`src/hw/oflow_macros.svh`:
```
/* optical flow history buffer sizes
   slot count, lines per slot and field widths */
`ifndef OFLOW_MACROS_SVH
`define OFLOW_MACROS_SVH

// ------------------------------
// storage geometry
// ------------------------------

// frame slots in the history ring
`define OFLOW_HIST_SLOTS 5

// lines per slot
`define OFLOW_LINE_DEPTH 64

// bits per stored line word
`define OFLOW_LINE_WIDTH 32

// ------------------------------
// field widths
// ------------------------------

// serial number of a frame, wraps at 256
`define OFLOW_FRAME_NUM_WIDTH 8

// history count or slot index
`define OFLOW_HIST_WIDTH 3

// line offset inside one slot
`define OFLOW_OFFSET_WIDTH 6

// line count, one bit wider than the offset so 64 fits
`define OFLOW_COUNT_WIDTH 7

`endif

```
`src/hw/oflow_pkg.sv`:
```
/* optical flow history buffer types
   field vectors, request structs and the read FSM states */
`default_nettype none

`include "oflow_macros.svh"

package oflow_pkg;

	// ------------------------------
	// plain field vectors
	// ------------------------------

	// frame serial number
	typedef logic [`OFLOW_FRAME_NUM_WIDTH-1:0] frame_num_t;
	// number of history frames
	typedef logic [`OFLOW_HIST_WIDTH-1:0] hist_cnt_t;
	// slot index in the ring
	typedef logic [`OFLOW_HIST_WIDTH-1:0] slot_t;
	// line offset inside a slot
	typedef logic [`OFLOW_OFFSET_WIDTH-1:0] offset_t;
	// lines held by a stored frame
	typedef logic [`OFLOW_COUNT_WIDTH-1:0] line_cnt_t;
	// one line word
	typedef logic [`OFLOW_LINE_WIDTH-1:0] line_t;

	// end pointer per slot, slot 0 in the low bits
	typedef line_cnt_t [`OFLOW_HIST_SLOTS-1:0] end_ptrs_t;

	// ------------------------------
	// memory requests
	// ------------------------------

	// write side, slot + offset + data
	typedef struct packed {
		slot_t   slot;
		offset_t offset;
		line_t   data;
	} wr_req_t;

	// read side, address only
	typedef struct packed {
		slot_t   slot;
		offset_t offset;
	} rd_req_t;

	// read sequencer states
	typedef enum logic [1:0] {
		idle_st,
		frame_st,
		offset_st
	} read_state_t;

endpackage

`default_nettype wire

```
`src/hw/oflow_frame_writer.sv`:
```
/* history frame writer
   stores incoming lines in the frame's ring slot and keeps per-slot end pointers */
`timescale 1ns/10ps
`default_nettype none

`include "oflow_macros.svh"

module oflow_frame_writer (
	input  logic                   clk,
	input  logic                   reset_N,
	// levels, stable during a frame
	input  oflow_pkg::frame_num_t  frame_num,
	input  oflow_pkg::hist_cnt_t   num_of_history_frames,
	// incoming line strobe
	input  logic                   line_in_valid,
	input  oflow_pkg::line_t       line_in,
	// closes the current frame
	input  logic                   frame_end,
	// to slot memory
	output logic                   wr_en,
	output oflow_pkg::wr_req_t     wr_req,
	// to read sequencer
	output oflow_pkg::end_ptrs_t   end_ptrs
);

	// ------------------------------
	// signals
	// ------------------------------

	oflow_pkg::slot_t     wr_slot;
	oflow_pkg::line_cnt_t line_cnt;
	oflow_pkg::line_cnt_t cnt_next;
	logic                 accept;

	// slot of the frame being written
	assign wr_slot = oflow_pkg::slot_t'(frame_num % num_of_history_frames);

	// drop lines once the slot is full
	assign accept = line_in_valid &&
		(line_cnt < oflow_pkg::line_cnt_t'(`OFLOW_LINE_DEPTH));

	// count including a line accepted this cycle
	assign cnt_next = line_cnt + oflow_pkg::line_cnt_t'(accept);

	// ------------------------------
	// write port
	// ------------------------------

	// memory writes on the next edge
	assign wr_en         = accept;
	assign wr_req.slot   = wr_slot;
	// running count is the offset of the next line
	assign wr_req.offset = oflow_pkg::offset_t'(line_cnt);
	assign wr_req.data   = line_in;

	// ------------------------------
	// line counter
	// ------------------------------

	always_ff @(posedge clk or negedge reset_N) begin
		if (!reset_N) begin
			line_cnt <= '0;
		end else if (frame_end) begin
			// next frame starts at offset 0
			line_cnt <= '0;
		end else begin
			line_cnt <= cnt_next;
		end
	end

	// end pointers, one per slot
	always_ff @(posedge clk or negedge reset_N) begin
		if (!reset_N) begin
			end_ptrs <= '0;
		end else if (frame_end) begin
			end_ptrs[wr_slot] <= cnt_next;
		end
	end

	// ------------------------------
	// checks
	// ------------------------------

	// source must stop at slot depth
	a_no_overflow: assert property (@(posedge clk) disable iff (!reset_N)
		(line_cnt == oflow_pkg::line_cnt_t'(`OFLOW_LINE_DEPTH)) |-> !line_in_valid)
		else $error("ERR line_in_valid past slot depth, frame_num=%h", frame_num);

	// ring size must fit the slot array while writing
	a_hist_range: assert property (@(posedge clk) disable iff (!reset_N)
		(line_in_valid || frame_end) |->
		(num_of_history_frames >= 1 && num_of_history_frames <= `OFLOW_HIST_SLOTS))
		else $error("ERR num_of_history_frames=%h out of range", num_of_history_frames);

endmodule

`default_nettype wire

```
`config.mk`:
```
export PLATFORM = sky130hd
export DESIGN_NAME = oflow_frame_writer
export DESIGN_NICKNAME = d
export VERILOG_FILES = /design/src/hw/oflow_pkg.sv /design/src/hw/oflow_frame_writer.sv
export VERILOG_INCLUDE_DIRS = /design/src /design/src/hw
export SDC_FILE = /design/constraint.sdc
export NUM_CORES = 1
export LEC_CHECK = 0
export ABC_AREA = 0
export ABC_CLOCK_PERIOD_IN_PS = 16790
export BUFFER_PORTS_ARGS = -buffer_cell sky130_fd_sc_hd__buf_2
export CORE_ASPECT_RATIO = 0.8
export CORE_MARGIN = 5
export CORE_UTILIZATION = 29
export DETAILED_ROUTE_END_ITERATION = 8
export PLACE_DENSITY = 0.62
export SETUP_SLACK_MARGIN = 0.15
export SLEW_MARGIN = 20
export SYNTH_ARGS = -nofsm -noshare
export SYNTH_HDL_FRONTEND = slang
export SYNTH_SLANG_ARGS = --single-unit
```
`constraint.sdc`:
```
create_clock -name clk -period 16.79 [get_ports clk]
set_input_delay 2.5185 -clock clk [delete_from_list [all_inputs] [get_ports clk]]
set_output_delay 2.5185 -clock clk [all_outputs]
set_load 0.02 [all_outputs]
```
# Word level (Yosys, flattened, before mapping)

Cells that the tools add are included.

Bits in read-only memories: 0
Register bits after elaboration: 42
Memories kept: 0
Logic and storage cells: 17
Input port bits: 47
RAM bits: 0
Latch bits: 0
Output and inout bits: 77

Bitwise gates (word level): 0
Div/mod/pow operators: 1
Reduce and logical (&&, ||, !) cells: 2
Equality and inequality tests: 0
Shifts and indexed selects: 0
Add/subtract/negate cells: 1
Mux-type cells: 4
$mul: 0
$lt $le $gt $ge: 3

Operators by type and width:

| cell                                                                   | number |
|---|---|
| 35-bit bitwise mux                                                     | 1 |
| 7-bit demux with 3-bit select                                          | 1 |
| 7-bit 2-to-1 mux                                                       | 2 |
| 8-bit by 3-bit modulo with 8-bit output                                | 1 |
| 7-bit by 1-bit adder with 7-bit output                                 | 1 |
| 7-bit < comparator (second input constant)                             | 1 |
| 3-bit by 4-bit < comparator with 1-bit output (second input constant)  | 1 |
| 3-bit by 1-bit >= comparator with 1-bit output (second input constant) | 1 |
| 1-bit logical AND                                                      | 2 |

# Longest topological paths before layout

Word-level depth: 6
Gate-level depth with buffers: 55
Gate-level depth less buffers: 53

# Least setup slack after synthesis

No wires, ideal clock.

Kind: input-to-output
Start: input port num_of_history_frames[0]
End: output port wr_req[39] (netlist bit)
Cell stages on the path: 50
Path slack: 1.729 ns
Required time: 14.271 ns
Buffers on the path: 2
Arrival: 12.543 ns
Cells stage by stage: inv_1 ha_1 nor3b_1 a2bb2oi_2 ha_1 nor3_1 nor4b_4 a21o_2 ha_1 nand2_1 a211oi_1 a41o_1 ha_1 a21oi_1 nand2_1 a21oi_1 mux2i_1 ha_1 [14 not listed] inv_1 ha_1 o21a_1 nor2_1 inv_1 a21oi_1 o2111a_2 nand2_1 o21ai_0 inv_1 ha_1 nand2_1 nand2_1 a21oi_1 o311ai_0 o21ai_2 nand2_4 mux2i_1

RTL lines:

| what        | RTL line                 | RTL |
|---|---|---|
| from (decl) | oflow_frame_writer.sv:13 | `input oflow_pkg::hist_cnt_t num_of_history_frames,` |
| to (decl)   | oflow_frame_writer.sv:21 | `output oflow_pkg::wr_req_t wr_req,` |

==> run_results.csv <==
group,metric,value,unit
synthesis,postSynthCellCount,360,
run,maxCapViolCount,0,
placement,portBuffers,59,
floorplan,rows,36,
layout,syn_to_final_growth,9.95,%
synthesis,synth_edf_count,0,
setup_path,crit_fanout,9,
timing,max_freq,0.0635,GHz
status,outcome,"complete, no violations",
synthesis,yosysTopAreaCell,"dfrtp_1",
drt,drtIter0Drc,162,
timing,slew_headroom,38.9,%
synthesis,synthArstFlopShare,100,%
placement,place_area,3760,um2
drt,drcViolationCount,0,
synthesis,netlist_area,3580,um2
cts,tritoncts,"done",
setup_path,crit_family,"compound AO/OA/AOI/OAI gates",
synthesis,post-synth-top-count-cell,"dfrtp_1",
global_route,grt_overflow,0,
setup_path,cp_slowest_stage_delay,0.49,ns
synthesis,synth-seq-cells,42,
layout,drive_gt1_share,29.0,%
setup_path,crit_type,"in -> out",
synthesis,ys_warn_count,0,
cts,numCtsBuffers,5,
drt,route.vias.total,2715,
cts,cts_buffer_depth,2,
synthesis,seq_area_frac_synth,29.3,%
timing,final.min_clock_period,15.74,ns
layout,finish.utilization,32.4,%
floorplan,initial_core_util,29.5,%
timing,fin_crit_sh,93.8,%
timing,finClkSkew,0.00398,ns
synthesis,synth_ff_type,"dfrtp_1",
setup_path,cp_data_arrival_time,13.22,ns
floorplan,die_h,109,um
timing,hold_viol_final,0,
placement,place_hpwl,6850,um
global_route,antenna_found_initial,0,
layout,n_antenna_cell,0,
layout,stdcell_area,3940,um2
setup_path,crit_slowest_cell,"or3_1",
synthesis,synth_top_cell_area_share,29.3,%
timing,timing.final.max_slew_violations,0,
min_path,min_path_type,"reg -> reg",
cts,cts_htree_levels,2,
synthesis,synth_commonest_cells,"dfrtp_1, buf_4, mux2_1",
timing,finalSetupViolations,0,
drt,avgViaCountPerCell,5.07,
setup_path,rr_worst_depth,6,
floorplan,dieArea,14700,um2
cts,clock_sink_count,42,
global_route,grt_max_degree,43,
power_and_ir_drop,p_total,0.704,mW
min_path,min_delay_path_depth,1,
cts,path_clk_slew,0.05,ns
synthesis,syn_avg_cell_area,9.95,um2
setup_path,worst-path-stages,51,
floorplan,core_area,12200,um2
cts,ctsHoldBuffers,0,
setup_path,cp.required,14.27,ns
setup_path,cp_common_cell,"ha_1",
global_route,track_usage,11.4,%
layout,multiInputGateArea,2200,um2
power_and_ir_drop,ir_drop,0.0000602,V
cts,root_buffer,"clkbuf_16",
drt,wire_per_inst,16.0,um
drt,antenna_left,0,
drt,dr.pass1.iters,4,
layout,fillers,1219,
global_route,grt_pass1_wl,13900,um
layout,instances_no_fill,535,
power_and_ir_drop,power_density,179,nW/um2
placement,gp_congestion,0.922,
floorplan,die_w,134,um
power_and_ir_drop,p_leak,1.95,nW
setup_path,crit_buf_inv,5,
cts,insertion_delay,0.27,ns
setup_path,end_kind,"output pin",
layout,fin_nets,455,
floorplan,ioPinCount,124,
layout,regArea,1050,um2
synthesis,synth_cell_types,65,
timing,worst_slew_pin_slew,0.917,ns
timing,fin_tns_setup,0,ns
synthesis,syn-num-nets,432,
drt,wl,8570,um
synthesis,synthTopCellsByArea,"dfrtp_1, mux2_1, ha_1, buf_4, mux2_4",
placement,numPlacedInstances,527,
global_route,first_global_vias,2739,
timing,rsz0062_at_grt,"no",
setup_path,start_kind,"input port",
-- metrics by stage --
| stage | hold WS, ns | worst slack [ns] |
|---|---|---|
| 2_1_floorplan | 0.615 | 1.73 |
| 3_3_place_gp | 0.471 | 0.826 |
| 3_5_place_dp | 0.478 | 0.444 |
| 4_1_cts | 0.491 | 0.423 |
| 5_1_grt | 0.504 | 0.169 |
| 6_report | 0.488 | 1.05 |
-- cells in the final DEF (no fill, tap or decap), types with 3 or more instances in the layout --
cell and instances:
nor2_1 19, nand4_1 3, mux2_4 8, nor3_1 11, dfrtp_1 42, mux2i_1 6, o21a_1 10, clkbuf_16 5
a21oi_2 3, and2_1 3, nand2_1 16, nor4_1 3, o211ai_1 7, buf_4 3, inv_1 13, or2_2 6
nand3_1 9, mux2i_4 4, a21oi_1 12, nor3b_1 3, mux2_1 28, a211o_1 3, xnor2_1 8, nor2b_1 12
o21ai_1 3, ha_1 24, buf_2 59, o21ai_0 8, a211oi_1 4
-- what timing repair did --
item,4_1_cts,5_1_grt
resized for setup,0,9
endpoints found under the setup margin,0,3
buffers inserted,0,1
-- flip-flops by register name, summed over array words and instances, names as in the netlist --
name      count
end_ptrs     35
line_cnt      7
-- final timing paths --
path,start,endpoint,slack (ns)
worst min-delay path,end_ptrs[8]$_DFFE_PN0P_,end_ptrs[8]$_DFFE_PN0P_,0.49
max in group asynchronous,reset_N,end_ptrs[31]$_DFFE_PN0P_,13.84
worst min register to register,end_ptrs[8]$_DFFE_PN0P_,end_ptrs[8]$_DFFE_PN0P_,0.49
worst max register to register,line_cnt[6]$_DFF_PN0_,end_ptrs[20]$_DFFE_PN0P_,14.85
min in group asynchronous,reset_N,end_ptrs[20]$_DFFE_PN0P_,2.37
worst max-delay path,num_of_history_frames[0],wr_req[38],1.05
-- area by class of cell --
class,instances,share of cell area (%)
Inverter,13,1.24
Sequential cell,42,26.7
Clock buffer,5,3.18
Timing Repair Buffer,62,8.07
Clock inverter,2,0.254
Multi-Input combinational cell,259,55.8
Tap cell,152,4.83
-- per-layer routing --
layer	wire, um	GRT usage (%)	share of wire [%]
met5	0	0	0
met4	164	2.98	1.9
met3	405	2.42	4.7
met2	4090	19.1	48
met1	3900	15.2	46
-- cells by family (layout without fill, tap and decap cells) --
family / after synthesis / in the layout / share of synthesized area, %
simple gates: 96 / 96 / 14.6
mux: 49 / 49 / 17.2
flops: 42 / 42 / 29.3
fa+ha+maj: 25 / 25 / 8.94
compound gates: 79 / 79 / 17.0
buf+inv: 59 / 82 / 10.4
xor+xnor: 10 / 10 / 2.44
-- where the power goes --
part           leakage (nW)  internal (mW)  switching [mW]  total, mW
sequential            0.571          0.116         0.00825      0.125
clock                0.0694         0.0535          0.0340     0.0876
combinational          1.31          0.198           0.293      0.492
Power figures use the tool's default switching activity.
