==> config.mk <==
export PLATFORM = sky130hd
export DESIGN_NAME = oflow_fsm_read
export DESIGN_NICKNAME = d
export VERILOG_FILES = /design/src/hw/oflow_pkg.sv /design/src/hw/oflow_fsm_read.sv
export VERILOG_INCLUDE_DIRS = /design/src /design/src/hw
export SDC_FILE = /design/constraint.sdc
export NUM_CORES = 1
export LEC_CHECK = 0
export ABC_CLOCK_PERIOD_IN_PS = 25900
export BUFFER_PORTS_ARGS = -buffer_cell sky130_fd_sc_hd__buf_2
export CAP_MARGIN = 20
export CORE_UTILIZATION = 30
export CTS_BUF_LIST = sky130_fd_sc_hd__clkbuf_8
export DETAILED_ROUTE_END_ITERATION = 8
export HOLD_SLACK_MARGIN = 0.08
export MAX_ROUTING_LAYER = met4
export PLACE_DENSITY = 0.52
export SLEW_MARGIN = 20
export SYNTH_ARGS = -nofsm -noshare
export SYNTH_HDL_FRONTEND = slang
export SYNTH_SLANG_ARGS = --single-unit
==> constraint.sdc <==
create_clock -name clk -period 25.9 [get_ports clk]
set_clock_uncertainty 0.05 [all_clocks]
set_input_delay 1.295 -clock clk [delete_from_list [all_inputs] [get_ports clk]]
set_output_delay 1.295 -clock clk [all_outputs]
set_load 0.01 [all_outputs]
==> src/hw/oflow_macros.svh <==
/* optical flow history buffer sizes
   slot count, lines per slot and field widths */
`ifndef OFLOW_MACROS_SVH
`define OFLOW_MACROS_SVH

// ------------------------------
// storage geometry
// ------------------------------

// frame slots in the history ring
`define OFLOW_HIST_SLOTS 5

// lines per slot
`define OFLOW_LINE_DEPTH 64

// bits per stored line word
`define OFLOW_LINE_WIDTH 32

// ------------------------------
// field widths
// ------------------------------

// serial number of a frame, wraps at 256
`define OFLOW_FRAME_NUM_WIDTH 8

// history count or slot index
`define OFLOW_HIST_WIDTH 3

// line offset inside one slot
`define OFLOW_OFFSET_WIDTH 6

// line count, one bit wider than the offset so 64 fits
`define OFLOW_COUNT_WIDTH 7

`endif

==> src/hw/oflow_pkg.sv <==
/* optical flow history buffer types
   field vectors, request structs and the read FSM states */
`default_nettype none

`include "oflow_macros.svh"

package oflow_pkg;

	// ------------------------------
	// plain field vectors
	// ------------------------------

	// frame serial number
	typedef logic [`OFLOW_FRAME_NUM_WIDTH-1:0] frame_num_t;
	// number of history frames
	typedef logic [`OFLOW_HIST_WIDTH-1:0] hist_cnt_t;
	// slot index in the ring
	typedef logic [`OFLOW_HIST_WIDTH-1:0] slot_t;
	// line offset inside a slot
	typedef logic [`OFLOW_OFFSET_WIDTH-1:0] offset_t;
	// lines held by a stored frame
	typedef logic [`OFLOW_COUNT_WIDTH-1:0] line_cnt_t;
	// one line word
	typedef logic [`OFLOW_LINE_WIDTH-1:0] line_t;

	// end pointer per slot, slot 0 in the low bits
	typedef line_cnt_t [`OFLOW_HIST_SLOTS-1:0] end_ptrs_t;

	// ------------------------------
	// memory requests
	// ------------------------------

	// write side, slot + offset + data
	typedef struct packed {
		slot_t   slot;
		offset_t offset;
		line_t   data;
	} wr_req_t;

	// read side, address only
	typedef struct packed {
		slot_t   slot;
		offset_t offset;
	} rd_req_t;

	// read sequencer states
	typedef enum logic [1:0] {
		idle_st,
		frame_st,
		offset_st
	} read_state_t;

endpackage

`default_nettype wire

==> src/hw/oflow_fsm_read.sv <==
/* history read sequencer
   walks history frames newest first, one line per consumer request */
`timescale 1ns/10ps
`default_nettype none

module oflow_fsm_read (
	input  logic                   clk,
	input  logic                   reset_N,
	// levels, stable while reading
	input  oflow_pkg::frame_num_t  frame_num,
	input  oflow_pkg::hist_cnt_t   num_of_history_frames,
	// line counts per slot from writer
	input  oflow_pkg::end_ptrs_t   end_ptrs,
	// control pulses
	input  logic                   start_read,
	input  logic                   ready_new_line,
	// status to consumer
	output logic                   done_read,
	output oflow_pkg::frame_num_t  frame_to_read,
	output oflow_pkg::offset_t     offset_0,
	output oflow_pkg::hist_cnt_t   history_index,
	// to slot memory
	output logic                   rd_en,
	output oflow_pkg::rd_req_t     rd_req
);

	// ------------------------------
	// signals
	// ------------------------------

	oflow_pkg::read_state_t state;
	oflow_pkg::read_state_t next_state;

	oflow_pkg::hist_cnt_t   hist_cnt;
	oflow_pkg::hist_cnt_t   max_frames;
	oflow_pkg::offset_t     offset_cnt;
	oflow_pkg::frame_num_t  frame_cur;
	oflow_pkg::slot_t       rd_slot;
	oflow_pkg::line_cnt_t   cur_end;

	logic frame_done;
	logic empty_frame;
	logic last_line;
	logic next_rd;

	// ------------------------------
	// frame and slot selection
	// ------------------------------

	// early frames have fewer history entries
	assign max_frames = (frame_num < oflow_pkg::frame_num_t'(num_of_history_frames)) ?
		oflow_pkg::hist_cnt_t'(frame_num) : num_of_history_frames;

	// newest history frame first
	assign frame_cur = frame_num - 8'd1 - oflow_pkg::frame_num_t'(hist_cnt);
	assign rd_slot   = oflow_pkg::slot_t'(frame_cur % num_of_history_frames);
	assign cur_end   = end_ptrs[rd_slot];

	assign empty_frame = (cur_end == '0);
	// offset points at the frame's final line
	assign last_line = (oflow_pkg::line_cnt_t'(offset_cnt) + 7'd1 == cur_end);

	// ------------------------------
	// state register
	// ------------------------------

	always_ff @(posedge clk or negedge reset_N) begin
		if (!reset_N) begin
			state <= oflow_pkg::idle_st;
		end else begin
			state <= next_state;
		end
	end

	// next state, done and frame completion
	always_comb begin
		next_state = state;
		frame_done = 1'b0;
		done_read  = 1'b0;
		next_rd    = 1'b0;
		case (state)
			oflow_pkg::idle_st: begin
				if (start_read) begin
					next_state = oflow_pkg::frame_st;
				end
			end
			oflow_pkg::frame_st: begin
				if (hist_cnt < max_frames) begin
					next_state = oflow_pkg::offset_st;
					// first line of a non-empty frame
					next_rd = !empty_frame;
				end else begin
					next_state = oflow_pkg::idle_st;
					done_read  = 1'b1;
				end
			end
			oflow_pkg::offset_st: begin
				if (empty_frame) begin
					// nothing stored, skip
					next_state = oflow_pkg::frame_st;
					frame_done = 1'b1;
				end else if (ready_new_line) begin
					if (last_line) begin
						next_state = oflow_pkg::frame_st;
						frame_done = 1'b1;
					end else begin
						next_rd = 1'b1;
					end
				end
			end
			default: begin
				next_state = oflow_pkg::idle_st;
			end
		endcase
	end

	// ------------------------------
	// counters
	// ------------------------------

	// history index, back to 0 once the walk ends
	always_ff @(posedge clk or negedge reset_N) begin
		if (!reset_N) begin
			hist_cnt <= '0;
		end else if (state == oflow_pkg::idle_st || done_read) begin
			hist_cnt <= '0;
		end else if (frame_done) begin
			hist_cnt <= hist_cnt + 3'd1;
		end
	end

	// line offset, holds while the consumer is busy
	always_ff @(posedge clk or negedge reset_N) begin
		if (!reset_N) begin
			offset_cnt <= '0;
		end else if (state == oflow_pkg::idle_st || frame_done) begin
			offset_cnt <= '0;
		end else if (state == oflow_pkg::offset_st && next_rd) begin
			offset_cnt <= offset_cnt + 6'd1;
		end
	end

	// read strobe lines up with the updated offset
	always_ff @(posedge clk or negedge reset_N) begin
		if (!reset_N) begin
			rd_en <= 1'b0;
		end else begin
			rd_en <= next_rd;
		end
	end

	// ------------------------------
	// outputs
	// ------------------------------

	assign rd_req.slot   = rd_slot;
	assign rd_req.offset = offset_cnt;

	// idle shows zero, not frame_num - 1
	assign frame_to_read = (state == oflow_pkg::idle_st) ? '0 : frame_cur;
	assign offset_0      = offset_cnt;
	assign history_index = hist_cnt;

	// ------------------------------
	// checks
	// ------------------------------

	a_done_pulse: assert property (@(posedge clk) disable iff (!reset_N)
		done_read |=> !done_read)
		else $error("ERR done_read held high, history_index=%h", hist_cnt);

	a_rd_in_offset: assert property (@(posedge clk) disable iff (!reset_N)
		rd_en |-> (state == oflow_pkg::offset_st))
		else $error("ERR rd_en in state %h", state);

endmodule

`default_nettype wire

# After elaboration in Yosys (flattened, before gate mapping)
# Index checks and enable logic that the tools add are counted.
# W data, S select, Z words.
[totals] in_bits=50 wordCells=53 output_inout_bits=28 regBits=12
[op_classes] mux=25 add_sub_neg=5 n_div=1 eq_ne=6 magnitude_cmp=3 reduce_logical=9
[ops] op="$bmux W7 S3" count=1
[ops] op="$mux W6" count=2
[ops] op="$mux W1" count=10
[ops] op="$mux W2" count=5
[ops] op="$mux W3" count=3
[ops] op="$lt A8 B3 Y1" count=1
[ops] op="$mod A8 B3 Y8" count=1
[ops] op="$mux W8" count=1
[ops] op="$sub A8 B1 Y8 const B" count=1
[ops] op="$sub A8 B3 Y8" count=1
[ops] op="$add A6 B1 Y7 const B" count=1
[ops] op="$eq A7 B7 Y1" count=1
[ops] op="$logic_not A7 Y1" count=1
[ops] op="$mux W7" count=1
[ops] op="$add A6 B1 Y6 const B" count=1
[ops] op="$ne A3 B3 Y1 const B" count=2
[ops] op="$pmux W2 S3" count=1
[ops] op="$lt A3 B4 Y1 const B" count=1
[ops] op="$reduce_bool A2 Y1" count=2
[ops] op="$add A3 B1 Y3 const B" count=1
[ops] op="$lt A3 B3 Y1" count=1
[ops] op="$reduce_and A3 Y1" count=1
[ops] op="$eq A2 B1 Y1 const B" count=1
[ops] op="$eq A2 B2 Y1 const B" count=1
[ops] op="other kinds (6)" count=7

# Logic depth before layout (Yosys ltp)
# Gate-level depths: netlist of the first run.
[depth] word_depth=13 depth_mapped=67 ltp_nobuf=63

# Least setup slack after synthesis of the first run
# No wires, ideal clock.
[synth_path] kind="input-to-reg" from="input frame_num[1]" to="register state[1]" arrival_ns=14.834 setup_time_ns=0.128 cell_stages=63 slack_ns=10.888 required_time_ns=25.722 n_path_buf=3 cell_sequence="ha_1 > a21o_1 > a2111oi_4 > xor2_1 > ha_1 > nor3b_1 > nor2b_1 > mux2i_1 > and2_1 > ha_1 > or4b_2 > a31oi_1 > nor3_1 > ha_1 > o211ai_1 > nand3_1 > mux2i_1 > inv_1 > [... 27 more ...] > a2111oi_0 > mux2i_1 > inv_2 > fa_1 > nand2_1 > a211oi_1 > o211a_1 > o2111ai_2 > buf_6 > mux2i_4 > buf_6 > mux2_2 > o21ai_0 > xnor2_1 > nand4_2 > o311a_1 > a21oi_2 > mux2_1"
[synth_lines] element="start, declared" line_no="oflow_fsm_read.sv:10" rtl="input oflow_pkg::frame_num_t frame_num,"
[synth_lines] element="end signal, assigned" line_no="oflow_fsm_read.sv:69" rtl="state <= oflow_pkg::idle_st;"
[synth_lines] element="end signal, assigned" line_no="oflow_fsm_read.sv:71" rtl="state <= next_state;"
[synth_lines] element="end, declared" line_no="oflow_fsm_read.sv:31" rtl="oflow_pkg::read_state_t state;"

# Final worst setup path of the first run
[layout_path] from="input frame_num[1]" to="register offset_cnt[5], in the netlist offset_0[5]"
[layout_between] elab_chain_cells=12 elab_cells_between_ends=24 classes_between="2 x add/sub; 1 x div; 2 x order compare; 1 x eq/ne; 13 x mux; 5 x reduce/logical"
[layout_lines] element="$sub A8 B1 Y8" line_no="oflow_fsm_read.sv:55" rtl="assign frame_cur = frame_num - 8'd1 - oflow_pkg::frame_num_t'(hist_cnt);"
[layout_lines] element="$sub A8 B3 Y8" line_no="oflow_fsm_read.sv:55"
[layout_lines] element="$mod A8 B3 Y8" line_no="oflow_fsm_read.sv:56" rtl="assign rd_slot = oflow_pkg::slot_t'(frame_cur % num_of_history_frames);"
[layout_lines] element="$bmux W7 S3" line_no="oflow_fsm_read.sv:57" rtl="assign cur_end = end_ptrs[rd_slot];"
[layout_lines] element="$mux W7 (not written as such)" line_no="oflow_fsm_read.sv:57"
[layout_lines] element="$eq A7 B7 Y1" line_no="oflow_fsm_read.sv:61" rtl="assign last_line = (oflow_pkg::line_cnt_t'(offset_cnt) + 7'd1 == cur_end);"
[layout_lines] element="$mux W1" line_no="oflow_fsm_read.sv:103" rtl="if (last_line) begin"
[layout_lines] element="$mux W1" line_no="oflow_fsm_read.sv:102" rtl="end else if (ready_new_line) begin"
[layout_lines] element="$mux W1" line_no="oflow_fsm_read.sv:98" rtl="if (empty_frame) begin"
[layout_lines] element="$pmux W1 S2 / $mux W1 (equally long branches)" line_no="oflow_fsm_read.sv:81" rtl="case (state)"
[layout_lines] element="$logic_and A1 B1 Y1 / $logic_or A1 B1 Y1 (equally long branches)" line_no="oflow_fsm_read.sv:138, oflow_fsm_read.sv:136"
[layout_lines] element="$reduce_bool A2 Y1 (no source line) / $mux W6 (equally long branches)"
[layout_lines] element="end signal, assigned" line_no="oflow_fsm_read.sv:139" rtl="offset_cnt <= offset_cnt + 6'd1;"
[layout_lines] element="end, declared" line_no="oflow_fsm_read.sv:36" rtl="oflow_pkg::offset_t offset_cnt;"
# Several ways; a longest one is shown, not always the timed one. The select of a mux whose other input is x is not followed.
# A chain may end at the register's enable or synchronous reset.

==> results of run 1 <==
[area by class of cell]
cell class                 count  area, um^2  area share
sequential                    12         300      0.0801
tap                          136         170      0.0454
multi-input combinational    352        2740       0.731
inverter                      30         113      0.0301
clock buffer                   3        41.3      0.0110
timing repair buffer          77         385       0.103
[synth_stat cells (3+ instances only)]
cell type / number
nand2b_1: 8
nor2b_1: 6
o211ai_1: 6
o221ai_1: 4
or3_1: 3
ha_1: 35
or2_2: 3
buf_4: 6
a21oi_1: 16
nor4_1: 6
inv_1: 29
a21o_1: 7
nand3b_1: 3
nand2_1: 21
o22ai_1: 5
nor2_1: 37
xnor2_1: 16
nor3_1: 14
nand4_1: 4
o21a_1: 8
and2_1: 5
clkbuf_1: 5
a211oi_1: 5
and3_1: 5
mux2i_1: 30
xor2_1: 3
dfrtp_1: 12
a21boi_1: 3
mux2_2: 7
buf_6: 3
o211a_1: 4
o21ai_0: 13
nand3_1: 16
[worst max-delay path, delay by kind of cell]
family | cells | cell delay [ns]
AO/OA/AOI/OAI | 24 | 6.12
AND/OR/NAND/NOR | 16 | 3.75
multiplexers | 8 | 2.89
adder cells (fa/ha/maj) | 9 | 2.57
buffers and inverters | 3 | 0.27
XOR/XNOR | 1 | 0.22
[per-layer routing]
layer	global-route usage	vias to the layer above	part of all wire	wire, um
met4	0.0367	0	0.0087	79
met2	0.277	67	0.47	4290
met3	0.00552	7	0.030	272
met5	-	-	0	0
met1	0.230	1540	0.49	4470
li1	-	1671	-	-
[state kept, by name, indices dropped and copies added, names as in the netlist]
name	cells
state	2
offset_0	6
history_index	3
rd_en	1
[where the power goes]
group | switching, W | total [W] | internal [W]
registers | 0.00000429 | 0.0000265 | 0.0000222
clock network | 0.00000649 | 0.0000167 | 0.0000102
logic | 0.000275 | 0.000470 | 0.000195
[logic make-up after synthesis]
group                      Yosys count  synth area share
AOI/OAI and AO/OA                  111             0.271
xor gates and xnor gates            19            0.0512
adders and majority gates           37             0.147
buffers and inverters               45            0.0662
DFF                                 12            0.0924
muxes                               42             0.141
and+or+nand+nor                    143             0.231
[layout by cell type (no fill, tap or decap), drive strengths merged, types with 3 or more instances in the layout]
| cell | Yosys | final |
|---|---|---|
| dfrtp | 12 | 12 |
| nand3b | 3 | 3 |
| mux2i | 32 | 32 |
| xnor2 | 16 | 16 |
| o221ai | 4 | 4 |
| nand3 | 16 | 16 |
| or2 | 3 | 3 |
| and2 | 5 | 5 |
| ha | 35 | 35 |
| nand2b | 8 | 8 |
| buf | 10 | 77 |
| a21boi | 4 | 4 |
| o22ai | 5 | 5 |
| or4 | 3 | 3 |
| mux2 | 10 | 10 |
| o21ai | 16 | 16 |
| clkbuf | 5 | 3 |
| o21a | 8 | 8 |
| a2111oi | 5 | 5 |
| and3 | 5 | 5 |
| nor4 | 6 | 6 |
| a21o | 7 | 7 |
| inv | 30 | 30 |
| or3 | 4 | 4 |
| a211oi | 5 | 5 |
| o211ai | 7 | 7 |
| nor2 | 37 | 37 |
| o211a | 4 | 4 |
| nor2b | 6 | 6 |
| xor2 | 3 | 3 |
| a21oi | 17 | 17 |
| nor3 | 14 | 14 |
| nand4 | 5 | 5 |
| nand2 | 21 | 21 |
[through the flow]
| stage | hold WS [ns] | utilization |
|---|---|---|
| floorplan | 0.462 | - |
| global placement | 0.482 | 0.355 |
| detailed placement | 0.493 | 0.355 |
| CTS | 0.505 | 0.359 |
| global route | 0.528 | 0.360 |
| finish | 0.501 | 0.360 |
[path summary, 6_finish.rpt]
| kind | start | endpoint | slack (ns) |
|---|---|---|---|
| worst max-delay path | frame_num[1] | offset_0[5] | 8.84 |
| worst min-delay path | state[1] | state[1] | 0.50 |
| worst max register to register | history_index[1] | offset_0[5] | 9.54 |
| worst min register to register | state[1] | state[1] | 0.50 |
| max in group asynchronous | reset_N | history_index[2] | 24.71 |
| min in group asynchronous | reset_N | offset_0[4] | 0.88 |
==> flow_summary_export.csv, run 1 <==
group,metric,value,unit
outcome,outcome,"finished clean",
sta,slew_headroom,0.332,
yosys,synth_edf_count,0,
final_layout,stdcell_area,3750,um^2
yosys,avgSynthCellArea,7.94,um^2
routing,drcViolationCount,0,
place,gp_routability_congestion,0.822,
clock_network,hold_buffers,0,
clock_network,post_cts_buffers,0,
floorplanning,core_area,10400,um^2
flow_run,drv_cap,0,
routing,vias_per_cell,5.39,
worst_setup_path,crit_slowest_cell,"mux2i_4",
routing,drt_wl_total,9110,um
yosys,synth-warning-count,0,
clock_network,htreeDepth,1,
grt,grt_pass1_wl,15300,um
floorplanning,die_h,106,um
yosys,synth_top_cells_by_area,"ha_1 13%, dfrtp_1 9.2%, mux2i_1 9.2%",
worst_setup_path,cp.arrival,17.14,ns
routing,vias,3285,
sta,post-route-period-util,0.659,
place,port-buffer-count,77,
clock_network,clock_sinks,12,
yosys,synth_seq_cells,12,
place,post_dp_cell_area,3700,um^2
floorplanning,die_area,11300,um^2
place,dpl_worst_slack,8.78,ns
clock_network,ctsResizeCount,0,
sta,fin_tns_setup,0,ns
worst_setup_path,end_kind,"register",
grt,grt_max_degree,17,
worst_setup_path,criticalPathCategory,"in2reg",
final_layout,drive_above_1_share,0.234,
yosys,syn_nets,496,
floorplanning,rows,37,
worst_setup_path,reg2reg_depth,61,
yosys,async_flop_share,1.00,
clock_network,cts-root-buf,"clkbuf_8",
sta,fmax,58.6,MHz
power,vdd_drop_max,0.0488,mV
place,dp_cells,607,
sta,setup_ws,8.84,ns
final_layout,instances_no_fill,610,
yosys,synthFlopType,"dfrtp_1",
yosys,synth_area,3250,um^2
sta,slew_violations,0,
floorplanning,fp.dieW,106,um
clock_network,cts_inserted_buffers,3,
grt,grt_pass1_vias,3188,
final_layout,syn2layout_area_growth,15.3,%
worst_setup_path,required,25.98,ns
yosys,synth_top_area_frac,0.135,
final_layout,antenna_cells,0,
grt,grt.overflow.total,0,
worst_setup_path,crit_top_cell,"ha_1",
routing,drt_first_pass_iters,4,
power,power.density,137,nW/um^2
sta,rsz0062_at_grt,"no",
sta,finalHoldViolations,0,
yosys,synthDistinctLibCells,80,
worst_hold_path,hold_depth,1,
grt,antenna_found_initial,0,
clock_network,clkLatencyLatePin,0.24,ns
final_layout,num-nets-final,563,
final_layout,num-fill-cells,1092,
clock_network,tritoncts,"built",
clock_network,clockBufferDepth,2,
sta,worstMarginPinSlew,0.993,ns
sta,fin_crit,17.06,ns
yosys,netlist_instances,409,
clock_network,clkSlewWorstSetupHoldPaths,0.05,ns
yosys,ys_seq_area_frac,0.0924,
power,p_total,0.000513,W
power,p_leak,1.75,nW
routing,post_drt_wl_per_cell,14.9,um
yosys,synth_top_cell_by_area,"ha_1",
routing,first_iter_violations,181,
sta,setup_viol,0,
worst_setup_path,crit_fanout,16,
worst_setup_path,start_kind,"input port",
grt,groute.usage.overall,0.168,
place,dp_hpwl,7580,um
floorplanning,start_util,0.312,
worst_setup_path,slowest_delay,0.70,ns
floorplanning,io_pins,78,
routing,final_antenna_net_count,0,
worst_hold_path,hold_path.class,"reg2reg",
No activity file was read; power rests on OpenSTA's default activity.
==> run 2, diff against run 1 <==
ABC_CLOCK_PERIOD_IN_PS = 17800   (was 25900)
clock period = 17.8 ns   (was 25.9 ns; I/O delays follow)
==> flow_summary_export.csv, run 2 (synthesis gave the netlist of run 1 again) <==
group,metric,value,unit
outcome,outcome,"finished clean",
sta,fin_tns_setup,0,ns
final_layout,syn2layout_area_growth,17.5,%
worst_setup_path,start_kind,"input port",
grt,grt_pass1_wl,14400,um
worst_setup_path,crit_fanout,12,
sta,slew_headroom,0.337,
routing,vias,3316,
sta,setup_ws,1.36,ns
routing,vias_per_cell,5.38,
power,power_frac_comb,0.921,
power,power.density,205,nW/um^2
final_layout,drive_above_1_share,0.246,
floorplanning,die_area,11300,um^2
grt,grt_pass1_vias,3049,
place,dp_hpwl,7410,um
floorplanning,fp.dieW,106,um
clock_network,tritoncts,"built",
routing,met3_length,174,um
worst_setup_path,crit_top_cell,"ha_1",
routing,final_antenna_net_count,0,
power,vdd_drop_max,0.0828,mV
place,post_dp_cell_area,3700,um^2
sta,setup_viol,0,
place,port-buffer-count,77,
clock_network,cts_inserted_buffers,3,
clock_network,clock_sinks,12,
place,dpl_worst_slack,1.05,ns
floorplanning,rows,37,
sta,fin_crit,16.44,ns
power,p_seq_frac,0.049,
final_layout,mostFrequentLayoutCells,"77 x buf_2, 37 x nor2_1, 35 x ha_1",
grt,grt.overflow.total,0,
clock_network,hold_buffers,0,
sta,slew_violations,0,
sta,fmax,60.8,MHz
floorplanning,start_util,0.312,
grt,antenna_found_initial,0,
worst_setup_path,cp.arrival,16.51,ns
clock_network,clkLatencyLatePin,0.23,ns
final_layout,stdcell_area,3820,um^2
sta,rsz0062_at_grt,"no",
clock_network,cts-root-buf,"clkbuf_8",
routing,drt_first_pass_iters,4,
final_layout,largest_reg_flops,6,
worst_setup_path,end_kind,"register",
final_layout,num-nets-final,569,
power,p_int,0.000356,W
clock_network,clkSlewWorstSetupHoldPaths,0.05,ns
grt,grt_max_degree,17,
routing,wl_met2,4330,um
routing,topRoutingLayerUsed,"met4",
power,p_leak,1.78,nW
worst_setup_path,slowest_delay,0.70,ns
flow_run,drv_cap,0,
worst_hold_path,hold_path.class,"in2async",
grt,groute.usage.overall,0.158,
routing,drcViolationCount,0,
power,sw_frac_of_total,0.545,
sta,finalHoldViolations,0,
floorplanning,io_pins,78,
floorplanning,die_h,106,um
power,power_switching,0.000426,W
final_layout,num-fill-cells,1123,
sta,post-route-period-util,0.924,
sta,worstMarginPinSlew,0.986,ns
worst_setup_path,crit_slowest_cell,"a2111oi_0",
clock_network,clockBufferDepth,2,
routing,drt_wl_total,8920,um
floorplanning,core_area,10400,um^2
worst_setup_path,required,17.86,ns
clock_network,htreeDepth,1,
final_layout,layout_commonest_cell,"buf_2",
worst_setup_path,criticalPathCategory,"in2reg",
final_layout,antenna_cells,0,
routing,post_drt_wl_per_cell,14.5,um
place,gp_routability_congestion,0.832,
routing,met1_length,4350,um
routing,first_iter_violations,162,
power,clkPwrFrac,0.030,
-- run 2: cell count changes in the layout (fill, tap and decap cells not counted), sizes merged --
| cell | before | now |
|---|---|---|
| buf | 77 | 83 |
-- run 2: path summary, 6_finish.rpt --
check	from	endpoint	slack (ns)	cells after the start
max reg2reg	history_index[1]	state[1]	1.66	63
max	frame_num[1]	state[1]	1.36	63
max in group asynchronous	reset_N	offset_0[0]	17.00	1
min in group clk	state[1]	state[1]	0.50	1
min reg2reg	state[1]	state[1]	0.50	1
min	reset_N	rd_en	0.48	1
-- run 2: layout make-up --
class	count	area, um^2	share of cell area
clock buffers	3	41.3	0.0108
well taps	136	170	0.0446
repair buffers	83	443	0.116
flip-flops and latches	12	300	0.0787
multi-input cells	352	2750	0.720
inverters	30	113	0.0295
-- run 2: routing by layer --
| metal | up-vias | GRT usage |
|---|---|---|
| met1 | 1575 | 0.212 |
| li1 | 1686 | - |
| met3 | 6 | 0.00429 |
| met5 | - | - |
| met4 | 0 | 0.0228 |
| met2 | 49 | 0.272 |
-- run 2: timing repair --
| item | 4_1_cts | 5_1_grt |
|---|---|---|
| buffers inserted | 0 | 6 |
| setup endpoints to repair | 0 | 9 |
| gates resized for setup | 0 | 2 |
-- run 2: power groups by stage --
stage               clock (W)  combinational (W)  sequential [W]
floorplan                   0           0.000543       0.0000389
global placement            0           0.000670       0.0000389
detailed placement          0           0.000676       0.0000389
CTS                 0.0000244           0.000679       0.0000385
global route        0.0000261           0.000794       0.0000398
finish              0.0000235           0.000719       0.0000385
-- run 2: critical path: cells and delay by family --
family,cells,cell delay (ns)
mux,9,2.70
simple gates,16,3.66
fa+ha+maj,9,2.57
xor+xnor,1,0.22
buf+inv,5,0.60
compound gates,23,5.85
-- run 2: per-stage QoR --
stage | power (W) | instances | util | hold WS (ns)
floorplan | 0.000582 | 409 | - | 0.462
CTS | 0.000742 | 610 | 0.359 | 0.487
global placement | 0.000709 | 607 | 0.355 | 0.484
finish | 0.000781 | 616 | 0.366 | 0.480
global route | 0.000860 | 616 | 0.366 | 0.499
detailed placement | 0.000715 | 607 | 0.355 | 0.492
==> run 3, diff against run 2 <==
BUFFER_PORTS_ARGS = -buffer_cell sky130_fd_sc_hd__buf_4   (was -buffer_cell sky130_fd_sc_hd__buf_2)
==> flow_summary_export.csv, run 3 (synthesis gave the netlist of run 1 again) <==
group,metric,value,unit
floorplanning,die_area,11300,um^2
grt,grt_max_degree,17,
worst_setup_path,required,17.87,ns
sta,finalHoldViolations,0,
clock_network,clkLatencyLatePin,0.23,ns
worst_setup_path,criticalPathCategory,"in2reg",
clock_network,htreeDepth,1,
grt,antenna_found_initial,0,
place,port-buffer-count,77,
sta,setup_viol,0,
final_layout,syn2layout_area_growth,22.9,%
floorplanning,fp.dieW,106,um
sta,rsz0062_at_grt,"no",
final_layout,drive_above_1_share,0.246,
power,p_leak,1.82,nW
sta,worstMarginPinSlew,0.995,ns
worst_setup_path,crit_fanout,10,
power,vdd_drop_max,0.0747,mV
place,dp_hpwl,7640,um
final_layout,mostFrequentLayoutCells,"81 x buf_4, 37 x nor2_1, 35 x ha_1",
floorplanning,rows,37,
clock_network,clkSlewWorstSetupHoldPaths,0.05,ns
routing,drcViolationCount,0,
clock_network,tritoncts,"built",
routing,final_antenna_net_count,0,
worst_setup_path,cp.arrival,16.57,ns
sta,slew_headroom,0.331,
final_layout,num-nets-final,567,
place,dp_cells,607,
outcome,outcome,"finished clean",
power,power.density,198,nW/um^2
sta,fin_crit,16.51,ns
final_layout,instances_no_fill,615,
worst_setup_path,r2r-start,"history_index[1]",
routing,met1_length,4610,um
clock_network,hold_buffers,0,
routing,drt_wl_total,9230,um
floorplanning,die_h,106,um
routing,post_drt_wl_per_cell,15.0,um
worst_setup_path,reg2reg_depth,62,
clock_network,clock_sinks,12,
floorplanning,start_util,0.312,
routing,met3_length,148,um
worst_hold_path,hold_path.class,"in2async",
place,gp_routability_congestion,0.840,
final_layout,layout_commonest_cell,"buf_4",
grt,groute.usage.overall,0.166,
routing,first_iter_violations,145,
worst_setup_path,slowest_delay,0.64,ns
worst_setup_path,reg2reg_to,"state[1]",
routing,wl_met2,4380,um
clock_network,cts-root-buf,"clkbuf_8",
worst_setup_path,end_kind,"register",
worst_setup_path,cp_num_buf_inv,4,
grt,grt_pass1_vias,3107,
worst_setup_path,crit_family,"compound AO/OA/AOI/OAI gates",
routing,vias,3330,
worst_setup_path,crit_slowest_cell,"or4b_2",
grt,grt.overflow.total,0,
worst_setup_path,crit_top_cell,"ha_1",
clock_network,clockBufferDepth,2,
clock_network,cts_inserted_buffers,3,
floorplanning,io_pins,78,
routing,vias_per_cell,5.41,
sta,fin_tns_setup,0,ns
sta,post-route-period-util,0.927,
worst_setup_path,start_kind,"input port",
final_layout,largest_reg_flops,6,
sta,fmax,60.6,MHz
floorplanning,core_area,10400,um^2
worst_setup_path,ff2ff_setup_slack,1.55,ns
final_layout,antenna_cells,0,
routing,topRoutingLayerUsed,"met4",
grt,grt_pass1_wl,15100,um
flow_run,drv_cap,0,
sta,slew_violations,0,
routing,drt_first_pass_iters,4,
==> run 3: changes by cell type in the layout (fill, tap and decap cells not counted), sizes merged <==
cell / before / now
clkbuf: 3 / 4
buf: 83 / 81
==> run 3: what timing repair did <==
action                                  4_1_cts  5_1_grt
buffers inserted                              0        4
endpoints found under the setup margin        0       11
resized for setup                             0        3
==> run 3: cell type report <==
type                       count  area, um^2
clock buffer                   4        55.1
multi-input combinational    352        2750
fill                        1065        6420
inverter                      30         113
timing repair buffer          81         608
tap                          136         170
sequential                    12         300
==> run 3: per-stage QoR <==
step	utilization	total power (W)	hold slack (ns)	worst slack, ns	area [um^2]
6_report	0.383	0.000791	0.431	1.29	3990
5_1_grt	0.383	0.000867	0.436	0.0170	3990
4_1_cts	0.379	0.000764	0.431	0.981	3950
3_5_place_dp	0.374	0.000731	0.498	0.808	3890
3_3_place_gp	0.374	0.000729	0.483	0.968	3890
2_1_floorplan	-	0.000582	0.462	3.19	3250
==> run 3: worst max-delay path by stage <==
stage	cells after the start	start	slack (ns)	to
after floorplan	63	frame_num[1]	3.19	state[1]
after global placement	61	frame_num[1]	0.97	offset_0[5]
after detailed placement	61	frame_num[1]	0.81	offset_0[5]
after CTS	61	frame_num[1]	0.98	offset_0[5]
after global routing	62	frame_num[1]	0.02	offset_0[5]
final	62	frame_num[1]	1.29	state[1]
==> run 3: where the power goes <==
| group | leakage (nW) | switching (W) | internal, W |
|---|---|---|---|
| Sequential | 0.164 | 0.00000649 | 0.0000323 |
| Clock | 0.0288 | 0.00000938 | 0.0000195 |
| Combinational | 1.63 | 0.000411 | 0.000313 |
| Total | 1.82 | 0.000427 | 0.000365 |
==> run 3: metal layers <==
metal,vias to the layer above,GRT usage
li1,1691,-
met1,1580,0.232
met2,51,0.269
met3,8,0.00307
met4,0,0.0317
met5,-,-
